**src/hdl/fixfloat_pkg.sv**
```systemverilog
/*
  Shared widths, op codes and float field layout for the arithmetic core.
  Fixed point is unsigned 8.8. Floats are binary16 with subnormals flushed
  to zero, so only the normal, zero, infinity and NaN classes exist here.
  Op code 3 is not named and the core treats it as a fixed addition.
*/
package fixfloat_pkg;

  // operand and result width
  localparam int WORD_W = 16;

  // fixed point, IIIIIIII.FFFFFFFF
  localparam int FIX_FRAC_W = 8;
  localparam int FIX_PROD_W = 2 * WORD_W;   // full product before rescale

  // binary16 fields
  localparam int EXP_W    = 5;
  localparam int FRAC_W   = 10;
  localparam int MANT_W   = FRAC_W + 1;     // hidden one included
  localparam int EXP_BIAS = 15;
  localparam int EXP_MAX  = 31;             // infinity and NaN exponent

  // canonical quiet NaN, positive sign, msb of fraction set
  localparam logic [WORD_W-1:0] QNAN = 16'h7e00;

  // operation select
  typedef enum logic [1:0]
  {
    OP_FIX_ADD = 2'd0,
    OP_FIX_MUL = 2'd1,
    OP_FLT_MUL = 2'd2
  } op_t;

  /*
    SEEEEEFFFFFFFFFF = (-1)^S * 1.F * 2^(E - 15) for normal numbers
  */
  typedef struct packed
  {
    logic              sign;
    logic [EXP_W-1:0]  exponent;
    logic [FRAC_W-1:0] fraction;
  } fp16_t;

endpackage

```
**src/hdl/arith_core.sv**
```systemverilog
/*
  Two stage arithmetic core, fixed latency of two cycles, no back-pressure.
  Operands and op are captured on in_valid, the selected unit output is
  registered on the next edge. result keeps its last value between outputs
  and is undefined until the first one. Op code 3 behaves as fixed addition.
*/
`timescale 1ns/1ps

module arith_core
  import fixfloat_pkg::*;
(
  input  logic              clk,
  input  logic              reset,
  input  logic              in_valid,
  input  op_t               op,
  input  logic [WORD_W-1:0] a,
  input  logic [WORD_W-1:0] b,
  output logic              out_valid,
  output logic [WORD_W-1:0] result,
  output logic              overflow,
  output logic              zero,
  output logic              nan,
  output logic              precision_lost
);

  // stage 1
  logic              s1_valid;
  op_t               s1_op;
  logic [WORD_W-1:0] s1_a;
  logic [WORD_W-1:0] s1_b;

  // unit outputs
  logic [WORD_W-1:0] fix_sum;
  logic              fix_sum_ovf;
  logic [WORD_W-1:0] fix_prod;
  logic              fix_prod_ovf;
  logic              fix_prod_lost;
  fp16_t             flt_result;
  logic              flt_ovf;
  logic              flt_zero;
  logic              flt_nan;
  logic              flt_lost;

  // selected result ahead of stage 2
  logic [WORD_W-1:0] sel_result;
  logic              sel_ovf;
  logic              sel_zero;
  logic              sel_nan;
  logic              sel_lost;

  always_ff @(posedge clk)
  begin
    if (reset)
      s1_valid <= 1'b0;
    else
      s1_valid <= in_valid;
  end

  always_ff @(posedge clk)
  begin
    if (in_valid)
    begin
      s1_op <= op;
      s1_a  <= a;
      s1_b  <= b;
    end
  end

  fixed_unit u_fixed
  (
    .a                (s1_a),
    .b                (s1_b),
    .sum              (fix_sum),
    .sum_overflow     (fix_sum_ovf),
    .product          (fix_prod),
    .product_overflow (fix_prod_ovf),
    .product_lost     (fix_prod_lost)
  );

  float_mul_unit u_float
  (
    .a              (s1_a),
    .b              (s1_b),
    .result         (flt_result),
    .overflow       (flt_ovf),
    .zero           (flt_zero),
    .nan            (flt_nan),
    .precision_lost (flt_lost)
  );

  always_comb
  begin
    sel_result = fix_sum;   // fixed add and the spare code
    sel_ovf    = fix_sum_ovf;
    sel_zero   = 1'b0;
    sel_nan    = 1'b0;
    sel_lost   = 1'b0;
    case (s1_op)
      OP_FIX_MUL:
      begin
        sel_result = fix_prod;
        sel_ovf    = fix_prod_ovf;
        sel_lost   = fix_prod_lost;
      end
      OP_FLT_MUL:
      begin
        sel_result = flt_result;
        sel_ovf    = flt_ovf;
        sel_zero   = flt_zero;
        sel_nan    = flt_nan;
        sel_lost   = flt_lost;
      end
      default:
      begin
      end
    endcase
  end

  // stage 2, flags cleared by reset, result only loads on a valid op
  always_ff @(posedge clk)
  begin
    if (reset)
    begin
      out_valid      <= 1'b0;
      overflow       <= 1'b0;
      zero           <= 1'b0;
      nan            <= 1'b0;
      precision_lost <= 1'b0;
    end
    else
    begin
      out_valid <= s1_valid;
      if (s1_valid)
      begin
        overflow       <= sel_ovf;
        zero           <= sel_zero;
        nan            <= sel_nan;
        precision_lost <= sel_lost;
      end
    end
  end

  always_ff @(posedge clk)
  begin
    if (s1_valid)
      result <= sel_result;
  end

endmodule

```
**src/hdl/fixed_unit.sv**
```systemverilog
/*
  Unsigned 8.8 fixed point sum and product, purely combinational.
  Sum wraps at 16 bits with the carry on sum_overflow.
  Product is truncated, never rounded. Bits above the 8.8 range raise
  product_overflow and bits below it raise product_lost.
*/
`timescale 1ns/1ps

module fixed_unit
  import fixfloat_pkg::*;
(
  input  logic [WORD_W-1:0] a,
  input  logic [WORD_W-1:0] b,
  output logic [WORD_W-1:0] sum,
  output logic              sum_overflow,
  output logic [WORD_W-1:0] product,
  output logic              product_overflow,
  output logic              product_lost
);

  logic [FIX_PROD_W-1:0] full_prod;   // 16.16 product

  // plain binary add, the binary point lines up on both operands
  assign {sum_overflow, sum} = {1'b0, a} + {1'b0, b};

  partial_product_array
  #(
    .A_W (WORD_W),
    .B_W (WORD_W)
  )
  u_ppa
  (
    .multiplicand (a),
    .multiplier   (b),
    .product      (full_prod)
  );

  // back to 8.8 by dropping the low fraction byte
  assign product = full_prod[FIX_FRAC_W +: WORD_W];

  // integer part beyond 8 bits
  assign product_overflow = |full_prod[FIX_PROD_W-1:WORD_W+FIX_FRAC_W];

  assign product_lost = |full_prod[FIX_FRAC_W-1:0];  // truncated fraction bits

endmodule

```
**src/hdl/float_mul_unit.sv**
```systemverilog
/*
  binary16 multiplier, combinational, truncating toward zero.
  Subnormal operands count as zero and subnormal results flush to signed
  zero with precision_lost set. Every NaN out is the canonical QNAN.
  Flag priority is nan, then infinity operand, then zero operand, then the
  normal path with its own overflow and underflow checks.
*/
`timescale 1ns/1ps

module float_mul_unit
  import fixfloat_pkg::*;
(
  input  fp16_t a,
  input  fp16_t b,
  output fp16_t result,
  output logic  overflow,
  output logic  zero,
  output logic  nan,
  output logic  precision_lost
);

  logic                  a_nan;
  logic                  b_nan;
  logic                  a_inf;
  logic                  b_inf;
  logic                  a_zero;
  logic                  b_zero;
  logic                  sign_r;
  logic [MANT_W-1:0]     mant_a;
  logic [MANT_W-1:0]     mant_b;
  logic [2*MANT_W-1:0]   mant_prod;
  logic                  norm;
  logic [FRAC_W-1:0]     frac_r;
  logic                  dropped;
  int                    exp_calc;

  // operand classes
  assign a_nan  = (a.exponent == EXP_MAX) && (a.fraction != '0);
  assign b_nan  = (b.exponent == EXP_MAX) && (b.fraction != '0);
  assign a_inf  = (a.exponent == EXP_MAX) && (a.fraction == '0);
  assign b_inf  = (b.exponent == EXP_MAX) && (b.fraction == '0);
  assign a_zero = (a.exponent == '0);   // subnormals land here too
  assign b_zero = (b.exponent == '0);

  assign sign_r = a.sign ^ b.sign;

  // hidden one is always set, zero operands are handled before use
  assign mant_a = {1'b1, a.fraction};
  assign mant_b = {1'b1, b.fraction};

  partial_product_array
  #(
    .A_W (MANT_W),
    .B_W (MANT_W)
  )
  u_ppa
  (
    .multiplicand (mant_a),
    .multiplier   (mant_b),
    .product      (mant_prod)
  );

  // product of two 1.x mantissas lies in [1, 4)
  assign norm = mant_prod[2*MANT_W-1];

  assign frac_r = norm ? mant_prod[2*MANT_W-2 -: FRAC_W]
                       : mant_prod[2*MANT_W-3 -: FRAC_W];

  // everything below the kept fraction
  assign dropped = norm ? |mant_prod[FRAC_W:0] : |mant_prod[FRAC_W-1:0];

  // unbiased sum rebiased once, signed so underflow shows as <= 0
  assign exp_calc = int'(a.exponent) + int'(b.exponent) + int'(norm) - EXP_BIAS;

  always_comb
  begin
    result         = '0;
    overflow       = 1'b0;
    zero           = 1'b0;
    nan            = 1'b0;
    precision_lost = 1'b0;
    if (a_nan || b_nan || (a_inf && b_zero) || (b_inf && a_zero))
    begin
      nan    = 1'b1;
      result = fp16_t'(QNAN);
    end
    else if (a_inf || b_inf)
    begin
      overflow        = 1'b1;
      result.sign     = sign_r;
      result.exponent = EXP_W'(EXP_MAX);
    end
    else if (a_zero || b_zero)
    begin
      zero        = 1'b1;
      result.sign = sign_r;   // signed zero
    end
    else
    begin
      result.sign    = sign_r;
      precision_lost = dropped;
      if (exp_calc >= EXP_MAX)
      begin
        overflow        = 1'b1;   // too large, saturate to infinity
        result.exponent = EXP_W'(EXP_MAX);
      end
      else if (exp_calc <= 0)
      begin
        // would be subnormal or smaller
        zero           = 1'b1;
        precision_lost = 1'b1;
      end
      else
      begin
        result.exponent = exp_calc[EXP_W-1:0];
        result.fraction = frac_r;
      end
    end
  end

endmodule

```
**src/hdl/partial_product_array.sv**
```systemverilog
/*
  Unsigned combinational multiplier, no pipelining.
  Each multiplier bit gates one shifted copy of the multiplicand. The copies
  are summed in four interleaved groups before the final add, so the depth
  of the adder chain grows with B_W / 4.
*/
`timescale 1ns/1ps

module partial_product_array
#(
  parameter int A_W = 16,
  parameter int B_W = 16
)
(
  input  logic [A_W-1:0]     multiplicand,
  input  logic [B_W-1:0]     multiplier,
  output logic [A_W+B_W-1:0] product
);

  logic [A_W+B_W-1:0] pp [B_W];        // gated shifted copies
  logic [A_W+B_W-1:0] group_sum [4];

  // one copy per multiplier bit
  always_comb
  begin
    for (int i = 0; i < B_W; i++)
    begin
      pp[i] = ({{B_W{1'b0}}, multiplicand} << i) & {(A_W+B_W){multiplier[i]}};
    end
  end

  // group g takes copies g, g+4, g+8 ...
  always_comb
  begin
    for (int g = 0; g < 4; g++)
    begin
      group_sum[g] = '0;
      for (int i = g; i < B_W; i += 4)
      begin
        group_sum[g] = group_sum[g] + pp[i];
      end
    end
  end

  // no carry out, full width is enough for A_W x B_W
  assign product = group_sum[0] + group_sum[1] + group_sum[2] + group_sum[3];

endmodule

```
**config.mk**
```make
export PLATFORM = sky130hd
export DESIGN_NAME = arith_core
export DESIGN_NICKNAME = d
export VERILOG_FILES = /design/src/hdl/fixfloat_pkg.sv /design/src/hdl/arith_core.sv /design/src/hdl/fixed_unit.sv /design/src/hdl/float_mul_unit.sv /design/src/hdl/partial_product_array.sv
export SDC_FILE = /design/constraint.sdc
export NUM_CORES = 1
export LEC_CHECK = 0
export ABC_AREA = 1
export BUFFER_PORTS_ARGS = -buffer_cell sky130_fd_sc_hd__buf_2
export CORE_MARGIN = 5
export CORE_UTILIZATION = 26
export DETAILED_ROUTE_END_ITERATION = 12
export HOLD_SLACK_MARGIN = 0.08
export PLACE_DENSITY_LB_ADDON = 0.15
export SETUP_SLACK_MARGIN = 0.5
export SYNTH_ARGS = -nofsm -noshare
export SYNTH_HDL_FRONTEND = slang
export SYNTH_SLANG_ARGS = --single-unit
```
**constraint.sdc**
```tcl
create_clock -name clk -period 7.79 [get_ports clk]
set_input_delay 0.779 -clock clk [delete_from_list [all_inputs] [get_ports clk]]
set_output_delay 0.779 -clock clk [all_outputs]
set_load 0.02 [all_outputs]
```
==> impl_metrics.csv <==
group,metric,value,unit
clock_tree,worstSkewPairLatency,0.32,ns
outcome,status,"finished clean",
placement,place.gp.congestion,0.844,
clock_tree,hold_buffers,0,
critical_path,cp.arrival,7.08,ns
sta,hold_violations,0,
synth,synth_top_area_share,0.340,
critical_path,crit_fanout,10,
sta,fin_setup_tns,0,ns
critical_path,end_kind,"register",
global_route,top_usage_layer,"met2",
clock_tree,cts_sinks,56,
synth,synth_area,14700,um2
critical_path,timing.rr.end,"result[11]",
flow_run,drv_cap,0,
synth,synth_edf_count,50,
global_route,grt_use_met3,0.0170,
floorplan,die_area,61400,um2
critical_path,ff2ff_path_depth,39,
floorplan,num_rows,87,
routing,ant_nets,0,
routing,routedWlPerCell,17.2,um
critical_path,cp_slowest_stage_delay,0.58,ns
clock_tree,cts-buffers-inserted,5,
floorplan,initial_core_util,0.262,
min_path,min_path_type,"reg -> reg",
cells_and_area,n_fill_cell,6261,
cells_and_area,n_antenna_cell,0,
clock_tree,h-tree-depth,2,
critical_path,crit_type,"reg -> reg",
floorplan,io_pins,58,
critical_path,startpoint,"s1_b[8]",
clock_tree,clkSlewWorstSetupHoldPaths,0.09,ns
global_route,grt_pass1_wl,74000,um
critical_path,cp_slowest_cell,"fa_1",
synth,ys_seq_elements,56,
synth,ys_seq_area_frac,0.110,
synth,synthCells,1919,
placement,io_buffer_count,57,
cells_and_area,final_nets,2429,
sta,setup_viol,0,
cells_and_area,final_common_cell,"nand2_1",
sta,fin_skew,0.0148,ns
routing,totalWireLength,47300,um
sta,slew_headroom,0.365,
routing,num_vias,12000,
clock_tree,cts_root_buffer,"clkbuf_16",
critical_path,r2r_start,"s1_b[8]",
global_route,use_met1,0.215,
routing,drc,0,
routing,initialDrtViolationCount,668,
sta,rsz0062_at_grt,"no",
clock_tree,cts_tree,"built",
global_route,overflow,0,
global_route,antenna_found_initial,1,
synth,syn_nets,2352,
global_route,track_usage,0.156,
floorplan,core_region_area,56200,um2
sta,maxSlewViolCount,0,
routing,first_pass_iters,5,
synth,yosysWarnings,0,
synth,syn_avg_cell_area,7.66,um2
cells_and_area,area_growth,12.3,%
critical_path,cpMostUsedCell,"nand2_1",
placement,place_hpwl,40900,um
synth,synth_largest_area_cell,"fa_1",
sta,period_share,0.884,
clock_tree,cts_buffer_depth,2,
global_route,grt_pass1_vias,12700,
synth,yosys-top-cells-area,"fa_1 34%, nand2_1 14%, inv_1 13%",
sta,min_period,6.89,ns
sta,fmax,145,MHz
sta,tightest_slew,0.952,ns
critical_path,cp-endpoint,"result[11]",
synth,async_reset_ff_frac,0,
synth,synth_cell_type_count,48,
routing,viasPerCell,4.36,
global_route,grt_max_degree,36,
global_route,grt_use_met2,0.275,
critical_path,r2r_slack,0.90,ns
floorplan,die_x,248,um
cells_and_area,drive_gt1_frac,0.0981,
critical_path,start_kind,"register",
critical_path,required,7.98,ns
cells_and_area,final_cell_mix,"530 x nand2_1, 505 x inv_1, 250 x fa_1",
synth,synth_flop_cell,"edfxtp_1",
floorplan,die_h,248,um
worst max-delay path: cells and delay by family (launching register included):
family          cells  cell delay, ns
fa+ha+maj           8            3.46
simple gates       20            1.84
compound gates      3            0.36
buf+inv             8            0.64
flops               1            0.43
repair_timing:
item,CTS,global route
setup endpoints to repair,16,18
pin swaps,0,9
setup buffers,10,33
gates resized for setup,0,18
state kept, by name, summed over array words and instances (netlist names):
| name | count |
|---|---|
| precision_lost | 1 |
| out_valid | 1 |
| s1_a | 16 |
| s1_b | 16 |
| result | 16 |
| s1_valid | 1 |
| overflow | 1 |
| zero | 1 |
| nan | 1 |
| s1_op | 2 |
per-stage QoR:
step / std cells / area [um2] / setup slack [ns] / hold slack, ns / utilization
3_3_place_gp: 2702 / 15900 / 0.414 / 0.457 / 0.283
2_1_floorplan: 1919 / 14700 / 0.957 / 0.539 / -
5_1_grt: 2753 / 16500 / 0.488 / 0.490 / 0.294
3_5_place_dp: 2702 / 15900 / 0.355 / 0.456 / 0.283
4_1_cts: 2720 / 16100 / 0.501 / 0.470 / 0.287
6_report: 2753 / 16500 / 0.904 / 0.466 / 0.294
area by class of cell:
class                           count  area [um2]  share of cell area
Multi-Input combinational cell   1287       10900               0.661
Inverter                          508        1910               0.116
Sequential cell                    56        1620              0.0982
Timing Repair Buffer              138         967              0.0586
Tap cell                          756         946              0.0573
Clock buffer                        5         125             0.00758
Clock inverter                      3        21.3             0.00129
metal layers:
layer	wire (um)	share of wire
met5	13	0.00027
met4	353	0.0075
met1	21800	0.46
met2	23500	0.50
met3	1640	0.035
Yosys cell counts (2+ instances only):
cell type,n
nand2_1,534
or2_1,2
edfxtp_1,50
nor2_1,81
inv_2,2
buf_4,2
xor2_1,14
clkbuf_1,43
o21ai_1,6
nor3_1,5
dfxtp_1,6
ha_1,146
nand3b_1,3
o2111ai_1,2
nor4_1,5
clkbuf_2,3
buf_6,4
nand3_1,58
buf_2,11
nor3_2,2
or2_2,5
a21oi_2,5
a31oi_1,5
nand2_2,7
a211oi_1,2
o21bai_1,3
buf_1,4
o21ai_0,34
nor2_2,2
nor4_4,2
fa_1,250
inv_1,506
o21ai_2,2
nand3_2,4
o21a_1,3
nand4_1,15
a21oi_1,66
xnor2_1,15
worst min-delay path by stage:
stage | from | endpoint | slack (ns) | cells after the start
floorplan | nan | nan | 0.54 | 2
global placement | precision_lost | precision_lost | 0.46 | 2
detailed placement | zero | zero | 0.46 | 2
CTS | zero | zero | 0.47 | 2
global route | zero | zero | 0.49 | 2
finish | zero | zero | 0.47 | 2
cell families (layout without fill, tap and decap cells):
| group | count (synthesis) | in the layout | share of synthesized area |
|---|---|---|---|
| compound gates | 131 | 131 | 0.0496 |
| buf+inv | 576 | 654 | 0.151 |
| fa+ha+maj | 396 | 396 | 0.465 |
| xor+xnor | 29 | 29 | 0.0173 |
| simple gates | 731 | 731 | 0.207 |
| flops | 56 | 56 | 0.110 |
Power is not shown: default switching activity piles up to over one toggle a cycle in this logic, so the estimate is an artifact.
